### config.mk
export PLATFORM = sky130hd
export DESIGN_NAME = muldiv_top
export DESIGN_NICKNAME = d
export VERILOG_FILES = /design/src/rtl/muldiv_pkg.sv /design/src/rtl/md_hilo.sv /design/src/rtl/md_multiplier.sv /design/src/rtl/md_divider.sv /design/src/rtl/muldiv_top.sv
export SDC_FILE = /design/constraint.sdc
export NUM_CORES = 2
export LEC_CHECK = 0
export ABC_AREA = 1
export BUFFER_PORTS_ARGS = -buffer_cell sky130_fd_sc_hd__buf_4
export CORE_UTILIZATION = 56
export DETAILED_ROUTE_END_ITERATION = 7
export PLACE_DENSITY = 0.82
export SKIP_LAST_GASP = 1
export SYNTH_ARGS = -nofsm -noshare
export SYNTH_HDL_FRONTEND = slang
export SYNTH_SLANG_ARGS = --single-unit
### constraint.sdc
create_clock -name clk -period 15.7 [get_ports clk]
set_input_delay 3.14 -clock clk [delete_from_list [all_inputs] [get_ports clk]]
set_output_delay 3.14 -clock clk [all_outputs]
set_load 0.03 [all_outputs]
### src/rtl/muldiv_pkg.sv
`default_nettype none

package muldiv_pkg;

    ////////////////////////////////////////////////////////////////////////////
    // Sizes and timing
    ////////////////////////////////////////////////////////////////////////////

    // Operand and HI/LO word width
    localparam int data_w = 32;

    // Accepted multiply to HI/LO writeback, in cycles
    localparam int mul_latency = 2;

    // One quotient bit per iteration
    localparam int div_steps = 32;

    ////////////////////////////////////////////////////////////////////////////
    // Opcodes
    ////////////////////////////////////////////////////////////////////////////

    // Encoding kept from the CPU decode stage
    typedef enum logic [3:0] {
        none  = 4'd0,
        div   = 4'd1,
        divu  = 4'd2,
        mfhi  = 4'd3,
        mflo  = 4'd4,
        mthi  = 4'd5,
        mtlo  = 4'd6,
        mul   = 4'd7,
        mult  = 4'd8,
        multu = 4'd9
    } md_op_t;

    ////////////////////////////////////////////////////////////////////////////
    // Bundles
    ////////////////////////////////////////////////////////////////////////////

    // One request from the pipeline
    typedef struct packed {
        md_op_t             op;
        logic [data_w-1:0]  rs;
        logic [data_w-1:0]  rt;
    } md_req_t;

    // Writeback into HI/LO
    // Each half has its own enable
    typedef struct packed {
        logic [data_w-1:0]  hi;
        logic [data_w-1:0]  lo;
        logic               hi_en;
        logic               lo_en;
    } md_wb_t;

    // Result word back to the pipeline
    typedef struct packed {
        logic [data_w-1:0]  data;
    } md_res_t;

endpackage

`default_nettype wire

### src/rtl/md_hilo.sv
`timescale 1ns/1ps
`default_nettype none

module md_hilo (
    input  wire                 clk,
    input  wire                 rst,
    // Move operations from dispatch
    input  logic                mv_valid,
    input  muldiv_pkg::md_req_t mv_req,
    // Arithmetic writebacks
    input  logic                mul_wb_valid,
    input  muldiv_pkg::md_wb_t  mul_wb,
    input  logic                div_wb_valid,
    input  muldiv_pkg::md_wb_t  div_wb,
    // mfhi/mflo answer
    output muldiv_pkg::md_res_t mv_res,
    output logic                mv_res_valid
);

    logic [muldiv_pkg::data_w-1:0] hi;
    logic [muldiv_pkg::data_w-1:0] lo;

    // Merged writeback, only one source active at a time
    logic                          wb_valid;
    muldiv_pkg::md_wb_t            wb;

    assign wb_valid = mul_wb_valid || div_wb_valid;
    assign wb       = mul_wb_valid ? mul_wb : div_wb;

    ////////////////////////////////////////////////////////////////////////////
    // HI/LO registers
    ////////////////////////////////////////////////////////////////////////////

    always_ff @(posedge clk) begin
        if (rst) begin
            hi <= '0;
            lo <= '0;
        end else begin
            // Arithmetic results
            if (wb_valid && wb.hi_en)
                hi <= wb.hi;
            if (wb_valid && wb.lo_en)
                lo <= wb.lo;
            // mthi/mtlo take rs
            if (mv_valid && mv_req.op == muldiv_pkg::mthi)
                hi <= mv_req.rs;
            if (mv_valid && mv_req.op == muldiv_pkg::mtlo)
                lo <= mv_req.rs;
        end
    end

    // Reads see HI/LO before this edge
    always_ff @(posedge clk) begin
        if (rst)
            mv_res_valid <= 1'b0;
        else
            mv_res_valid <= mv_valid &&
                (mv_req.op == muldiv_pkg::mfhi || mv_req.op == muldiv_pkg::mflo);
        mv_res.data <= (mv_req.op == muldiv_pkg::mfhi) ? hi : lo;
    end

    // Busy tracking in the top keeps the two units apart
    a_wb_exclusive: assert property (@(posedge clk) disable iff (rst)
        !(mul_wb_valid && div_wb_valid))
        else $error("md_hilo: multiply and divide writebacks collided");

endmodule

`default_nettype wire

### src/rtl/md_multiplier.sv
`timescale 1ns/1ps
`default_nettype none

module md_multiplier (
    input  wire                            clk,
    input  wire                            rst,
    input  logic                           start,
    input  muldiv_pkg::md_req_t            req,
    output logic                           wb_valid,
    output muldiv_pkg::md_wb_t             wb,
    output logic                           lo_valid,
    output logic [muldiv_pkg::data_w-1:0]  lo
);

    // Stage 1 operands, one extra bit carries the sign or a zero
    logic                                  s1_valid;
    logic                                  s1_mul;
    logic signed [muldiv_pkg::data_w:0]    s1_a;
    logic signed [muldiv_pkg::data_w:0]    s1_b;
    logic signed [2*muldiv_pkg::data_w+1:0] prod;

    // Stage 2 product
    logic                                  s2_valid;
    logic                                  s2_mul;
    logic [2*muldiv_pkg::data_w-1:0]       s2_prod;
    logic                                  ext;

    // multu is the only unsigned one
    assign ext  = (req.op != muldiv_pkg::multu);
    assign prod = s1_a * s1_b;

    always_ff @(posedge clk) begin
        if (rst) begin
            s1_valid <= 1'b0;
            s2_valid <= 1'b0;
            lo_valid <= 1'b0;
        end else begin
            s1_valid <= start;
            s2_valid <= s1_valid;
            lo_valid <= s2_valid && s2_mul;
        end
        // Stage 1
        s1_mul  <= (req.op == muldiv_pkg::mul);
        s1_a    <= {ext & req.rs[muldiv_pkg::data_w-1], req.rs};
        s1_b    <= {ext & req.rt[muldiv_pkg::data_w-1], req.rt};
        // Stage 2, low 64 bits are exact for both signs
        s2_mul  <= s1_mul;
        s2_prod <= prod[2*muldiv_pkg::data_w-1:0];
        // mul result one edge after the writeback slot
        lo      <= s2_prod[muldiv_pkg::data_w-1:0];
    end

    // mul leaves HI/LO alone but still signals completion
    assign wb_valid = s2_valid;
    assign wb.hi    = s2_prod[2*muldiv_pkg::data_w-1:muldiv_pkg::data_w];
    assign wb.lo    = s2_prod[muldiv_pkg::data_w-1:0];
    assign wb.hi_en = !s2_mul;
    assign wb.lo_en = !s2_mul;

endmodule

`default_nettype wire

### src/rtl/md_divider.sv
`timescale 1ns/1ps
`default_nettype none

module md_divider (
    input  wire                 clk,
    input  wire                 rst,
    input  logic                start,
    input  muldiv_pkg::md_req_t req,
    output logic                wb_valid,
    output muldiv_pkg::md_wb_t  wb
);

    // Control
    logic                                         run_q;
    logic                                         done_q;
    logic [$clog2(muldiv_pkg::div_steps)-1:0]     cnt;

    // Datapath, quo_q holds the dividend bits until they shift out
    logic [muldiv_pkg::data_w-1:0]                rem_q;
    logic [muldiv_pkg::data_w-1:0]                quo_q;
    logic [muldiv_pkg::data_w-1:0]                dvs_q;
    logic [muldiv_pkg::data_w-1:0]                rs_q;
    logic                                         quo_neg;
    logic                                         rem_neg;
    logic                                         zero_q;

    // Operand magnitudes at start
    logic                                         sgn;
    logic [muldiv_pkg::data_w-1:0]                rs_mag;
    logic [muldiv_pkg::data_w-1:0]                rt_mag;

    // One restoring step
    logic [muldiv_pkg::data_w:0]                  r_sh;
    logic [muldiv_pkg::data_w:0]                  diff;

    assign sgn    = (req.op == muldiv_pkg::div);
    assign rs_mag = (sgn && req.rs[muldiv_pkg::data_w-1]) ? -req.rs : req.rs;
    assign rt_mag = (sgn && req.rt[muldiv_pkg::data_w-1]) ? -req.rt : req.rt;

    // Bring down next dividend bit and try the subtract
    assign r_sh = {rem_q, quo_q[muldiv_pkg::data_w-1]};
    assign diff = r_sh - {1'b0, dvs_q};

    ////////////////////////////////////////////////////////////////////////////
    // Step control
    ////////////////////////////////////////////////////////////////////////////

    always_ff @(posedge clk) begin
        if (rst) begin
            run_q  <= 1'b0;
            done_q <= 1'b0;
            cnt    <= '0;
        end else begin
            done_q <= 1'b0;
            if (start) begin
                run_q <= 1'b1;
                cnt   <= '0;
            end else if (run_q) begin
                cnt <= cnt + 1'b1;
                // Last iteration, sign fix follows
                if (cnt == muldiv_pkg::div_steps - 1) begin
                    run_q  <= 1'b0;
                    done_q <= 1'b1;
                end
            end
        end
    end

    ////////////////////////////////////////////////////////////////////////////
    // Datapath
    ////////////////////////////////////////////////////////////////////////////

    always_ff @(posedge clk) begin
        if (start) begin
            rem_q   <= '0;
            quo_q   <= rs_mag;
            dvs_q   <= rt_mag;
            rs_q    <= req.rs;
            quo_neg <= sgn && (req.rs[muldiv_pkg::data_w-1] ^ req.rt[muldiv_pkg::data_w-1]);
            rem_neg <= sgn && req.rs[muldiv_pkg::data_w-1];
            zero_q  <= (req.rt == '0);
        end else if (run_q) begin
            // Keep the trial only when it stays non-negative
            if (!diff[muldiv_pkg::data_w]) begin
                rem_q <= diff[muldiv_pkg::data_w-1:0];
                quo_q <= {quo_q[muldiv_pkg::data_w-2:0], 1'b1};
            end else begin
                rem_q <= r_sh[muldiv_pkg::data_w-1:0];
                quo_q <= {quo_q[muldiv_pkg::data_w-2:0], 1'b0};
            end
        end
    end

    // Signs applied on the way out, zero divisor overrides
    assign wb_valid = done_q;
    assign wb.hi    = zero_q ? rs_q : (rem_neg ? -rem_q : rem_q);
    assign wb.lo    = zero_q ? '1 : (quo_neg ? -quo_q : quo_q);
    assign wb.hi_en = 1'b1;
    assign wb.lo_en = 1'b1;

    // One divide at a time
    a_no_restart: assert property (@(posedge clk) disable iff (rst)
        start |-> !(run_q || done_q))
        else $error("md_divider: start while a divide is in progress");

    // Fixed latency, load plus the steps plus the writeback slot
    a_latency: assert property (@(posedge clk) disable iff (rst)
        start |=> !wb_valid [*muldiv_pkg::div_steps] ##1 wb_valid)
        else $error("md_divider: writeback not 33 cycles after start");

endmodule

`default_nettype wire

### src/rtl/muldiv_top.sv
`timescale 1ns/1ps
`default_nettype none

module muldiv_top (
    input  wire                 clk,
    input  wire                 rst,
    input  logic                req_valid,
    input  muldiv_pkg::md_req_t req,
    output logic                res_valid,
    output muldiv_pkg::md_res_t res,
    output logic                busy
);

    logic                          accept;
    logic                          mul_start;
    logic                          div_start;
    logic                          mv_valid;

    logic                          mul_wb_valid;
    muldiv_pkg::md_wb_t            mul_wb;
    logic                          mul_res_valid;
    logic [muldiv_pkg::data_w-1:0] mul_lo;
    logic                          div_wb_valid;
    muldiv_pkg::md_wb_t            div_wb;
    muldiv_pkg::md_res_t           mv_res;
    logic                          mv_res_valid;

    ////////////////////////////////////////////////////////////////////////////
    // Dispatch
    ////////////////////////////////////////////////////////////////////////////

    // Requests during busy are dropped
    assign accept = req_valid && !busy && (req.op != muldiv_pkg::none);

    always_comb begin
        mul_start = 1'b0;
        div_start = 1'b0;
        mv_valid  = 1'b0;
        case (req.op)
            muldiv_pkg::mul, muldiv_pkg::mult, muldiv_pkg::multu:
                mul_start = accept;
            muldiv_pkg::div, muldiv_pkg::divu:
                div_start = accept;
            muldiv_pkg::mfhi, muldiv_pkg::mflo, muldiv_pkg::mthi, muldiv_pkg::mtlo:
                mv_valid = accept;
            default: ;
        endcase
    end

    // Set on multiply or divide, dropped at the writeback edge
    // mul also ends with a writeback strobe, enables off
    always_ff @(posedge clk) begin
        if (rst)
            busy <= 1'b0;
        else if (mul_start || div_start)
            busy <= 1'b1;
        else if (mul_wb_valid || div_wb_valid)
            busy <= 1'b0;
    end

    md_hilo u_hilo (
        .clk(clk), .rst(rst),
        .mv_valid(mv_valid), .mv_req(req),
        .mul_wb_valid(mul_wb_valid), .mul_wb(mul_wb),
        .div_wb_valid(div_wb_valid), .div_wb(div_wb),
        .mv_res(mv_res), .mv_res_valid(mv_res_valid)
    );

    md_multiplier u_mul (
        .clk(clk), .rst(rst), .start(mul_start), .req(req),
        .wb_valid(mul_wb_valid), .wb(mul_wb),
        .lo_valid(mul_res_valid), .lo(mul_lo)
    );

    md_divider u_div (
        .clk(clk), .rst(rst), .start(div_start), .req(req),
        .wb_valid(div_wb_valid), .wb(div_wb)
    );

    // Result mux
    assign res_valid = mv_res_valid || mul_res_valid;
    assign res.data  = mul_res_valid ? mul_lo : mv_res.data;

    // Busy keeps a move read away from a mul result
    a_res_exclusive: assert property (@(posedge clk) disable iff (rst)
        !(mv_res_valid && mul_res_valid))
        else $error("muldiv_top: move and mul results overlap");

    // Multiply writes back while busy still holds
    a_mul_latency: assert property (@(posedge clk) disable iff (rst)
        mul_start |-> ##(muldiv_pkg::mul_latency) (mul_wb_valid && busy))
        else $error("muldiv_top: multiply writeback off schedule");

endmodule

`default_nettype wire

==> results.cfg <==
[die]
die_x_um = 328
die_area_um2 = 108000
core_area_um2 = 105000
num_io_pins = 105
rows = 119
start_util_pct = 56.5
die_h_um = 328

[clocking]
path_clk_slew_ns = 0.06
cts_resized = 0
numCtsBuffers = 41
cts_setup_buffers = 0
cts-root-buf = clkbuf_16
clockBufferDepth = 3
cts_tree = built
postCtsHoldBufs = 0
htree_num_levels = 2
clk-insertion-delay-late_ns = 0.60
clock-sinks = 403

[setup_path]
worstPathArrival_ns = 8.67
max_stage_delay_ns = 0.85
reg2reg_from = u_mul.s1_b[0]$_DFF_P_
crit_top_cell = fa_1
timing.rr.end = u_mul.s2_prod[63]$_DFF_P_
worst-setup-path-type = reg -> reg
reg2reg_depth = 27
setup.worst_path.end_class = flop
crit_start = u_mul.s1_b[0]$_DFF_P_
critPathLaunchType = flop
ff2ff_setup_slack_ns = 7.52
critical_path.max_fanout = 33
slowest_stage = fa_1
required_ns = 16.19

[yosys]
yosysMostFrequentCell = inv_1
synth_cell_types = 55
netlist_area_um2 = 59500
ys_seq_elements = 403
ys_top_cells_by_area = fa_1 (38%), inv_1 (13%), nand2_1 (13%)
synth_top_area_share_pct = 37.9
syn_area_per_cell_um2 = 7.70
ys_seq_area_share_pct = 15.2
synthTopCellsByCount = inv_1 (2,061), nand2_1 (2,005), fa_1 (1,126)
synth_edf_count = 99
synth_nets = 9174
yosys.area.top_type = fa_1
synthArstFlopShare_pct = 0
postSynthCellCount = 7727
ys_warn_count = 0
ys.flop_type = dfxtp_1

[outcome]
status = finished clean

[detailed_routing]
wl_met1_um = 68800
postRouteAntennaNets = 0
vias = 50100
dr_wl_met2_um = 86700
wl_um = 189000
routed.top_layer = met5
first_pass_iters = 7
drt_iter0_drc = 5346
drcViolationCount = 0
routed_via_density = 5.55
dr_wl_met3_um = 20000
drt-wirelength-per-cell_um = 21.0

[final_layout]
drive_above_1_share_pct = 3.98
instances_no_fill = 9031
areaGrowthSynthToFinish_pct = 5.21
top_regs = u_mul.s2_prod: 64 flops, u_mul.s1_a: 33 flops, u_mul.s1_b: 33 flops
final_util_pct = 59.5
largest_reg_flops = 64
nets = 9050
fillers = 9222
top_register = u_mul.s2_prod
final_cell_area_um2 = 62600

[sta]
fin_skew_ns = 0.0371
period_needed_ns = 8.18
rsz0062_at_grt = no
tightest_slew_ns = 1.37
setup-tns-final_ns = 0
finalSetupViolCount = 0
fin_crit_sh_pct = 52.1
maxSlewViolCount = 0
slew_headroom_pct = 8.70
finalHoldViolCount = 0
max_freq_mhz = 122

[place]
place_congestion = 1.04
dp_cells = 8951
post_dp_cell_area_um2 = 61200
dp_hpwl_um = 148000
io_buffers = 104

[global_route]
grtUsageTotal_pct = 36.2
grt_pass1_wl_um = 297000
overflow = 0
grt_max_degree = 69
first_global_vias = 52900
grt_antenna_before_repair = 9

[min_path]
hold_class = reg -> reg
whs_endpoint = u_mul.s2_mul$_DFF_P_
hold-path-cell-count = 0
min_from = u_mul.s1_mul$_DFF_P_

[run]
max-cap-violations = 0
## cell families (layout without fill, tap and decap cells)
| family | count (synthesis) | count (layout) | synth area share [%] |
|---|---|---|---|
| compound gates | 567 | 567 | 5.23 |
| flops | 403 | 403 | 15.2 |
| xor+xnor | 128 | 128 | 1.88 |
| simple gates | 2838 | 2838 | 19.2 |
| buf+inv | 2415 | 2324 | 15.3 |
| other cells | 0 | 4 | 0 |
| fa+ha+maj | 1376 | 1376 | 43.2 |
## worst max-delay path by stage
stage / end / slack [ns] / cells after the start
after floorplan: u_mul.s2_prod[63]$_DFF_P_ / 8.45 / 28
after global placement: u_mul.s2_prod[63]$_DFF_P_ / 7.61 / 27
after detailed placement: u_mul.s2_prod[63]$_DFF_P_ / 7.51 / 27
after CTS: u_mul.s2_prod[63]$_DFF_P_ / 7.48 / 27
after global routing: u_mul.s2_prod[63]$_DFF_P_ / 6.95 / 27
final: u_mul.s2_prod[63]$_DFF_P_ / 7.52 / 27
## final cells by class
type | count | area, um^2 | share of cell area (%)
Antenna cell | 4 | 10.0 | 0.0160
Sequential cell | 403 | 9060 | 14.5
Clock inverter | 22 | 191 | 0.306
Multi-Input combinational cell | 4909 | 41300 | 66.0
Timing Repair Buffer | 180 | 1350 | 2.16
Clock buffer | 54 | 1160 | 1.85
Inverter | 2068 | 7760 | 12.4
Tap cell | 1391 | 1740 | 2.78
## cells in the final DEF, fill, tap and decap left out, drive strengths merged, types with 2 or more instances in the layout
| cell | synthesis | final |
|---|---|---|
| a21o | 6 | 6 |
| a21oi | 201 | 201 |
| a221oi | 2 | 2 |
| a31oi | 29 | 29 |
| buf | 22 | 180 |
| clkbuf | 325 | 54 |
| clkinv | 1 | 13 |
| dfxtp | 304 | 304 |
| diode | 0 | 4 |
| edfxtp | 99 | 99 |
| fa | 1126 | 1126 |
| ha | 250 | 250 |
| inv | 2067 | 2075 |
| nand2 | 2017 | 2017 |
| nand3 | 257 | 257 |
| nand3b | 8 | 8 |
| nand4 | 48 | 48 |
| nor2 | 433 | 433 |
| nor3 | 48 | 48 |
| nor4 | 10 | 10 |
| o211ai | 15 | 15 |
| o21a | 2 | 2 |
| o21ai | 230 | 230 |
| o21bai | 13 | 13 |
| o221ai | 8 | 8 |
| o22ai | 56 | 56 |
| o31ai | 2 | 2 |
| or2 | 13 | 13 |
| xnor2 | 35 | 35 |
| xor2 | 93 | 93 |
## routing by layer
layer	vias up	track usage, %
li1	22100	-
met1	24300	45.0
met2	2886	58.5
met3	797	6.98
met4	6	22.1
met5	-	0
## per-stage QoR
stage                     setup slack (ns)  hold slack [ns]
after CTS                             7.48            0.326
final                                 7.52            0.327
after detailed placement              7.51            0.312
after global routing                  6.95            0.338
after global placement                7.61            0.311
after floorplan                       8.45            0.310
## worst max-delay path, delay by kind of cell (launching register included)
family	cells	cell delay, ns
flip-flops	1	0.31
buffers and inverters	8	1.38
adder cells (fa/ha/maj)	9	5.14
AND/OR/NAND/NOR	10	1.22
Power is not shown: default switching activity piles up to over one toggle a cycle in this logic, so the estimate is an artifact.
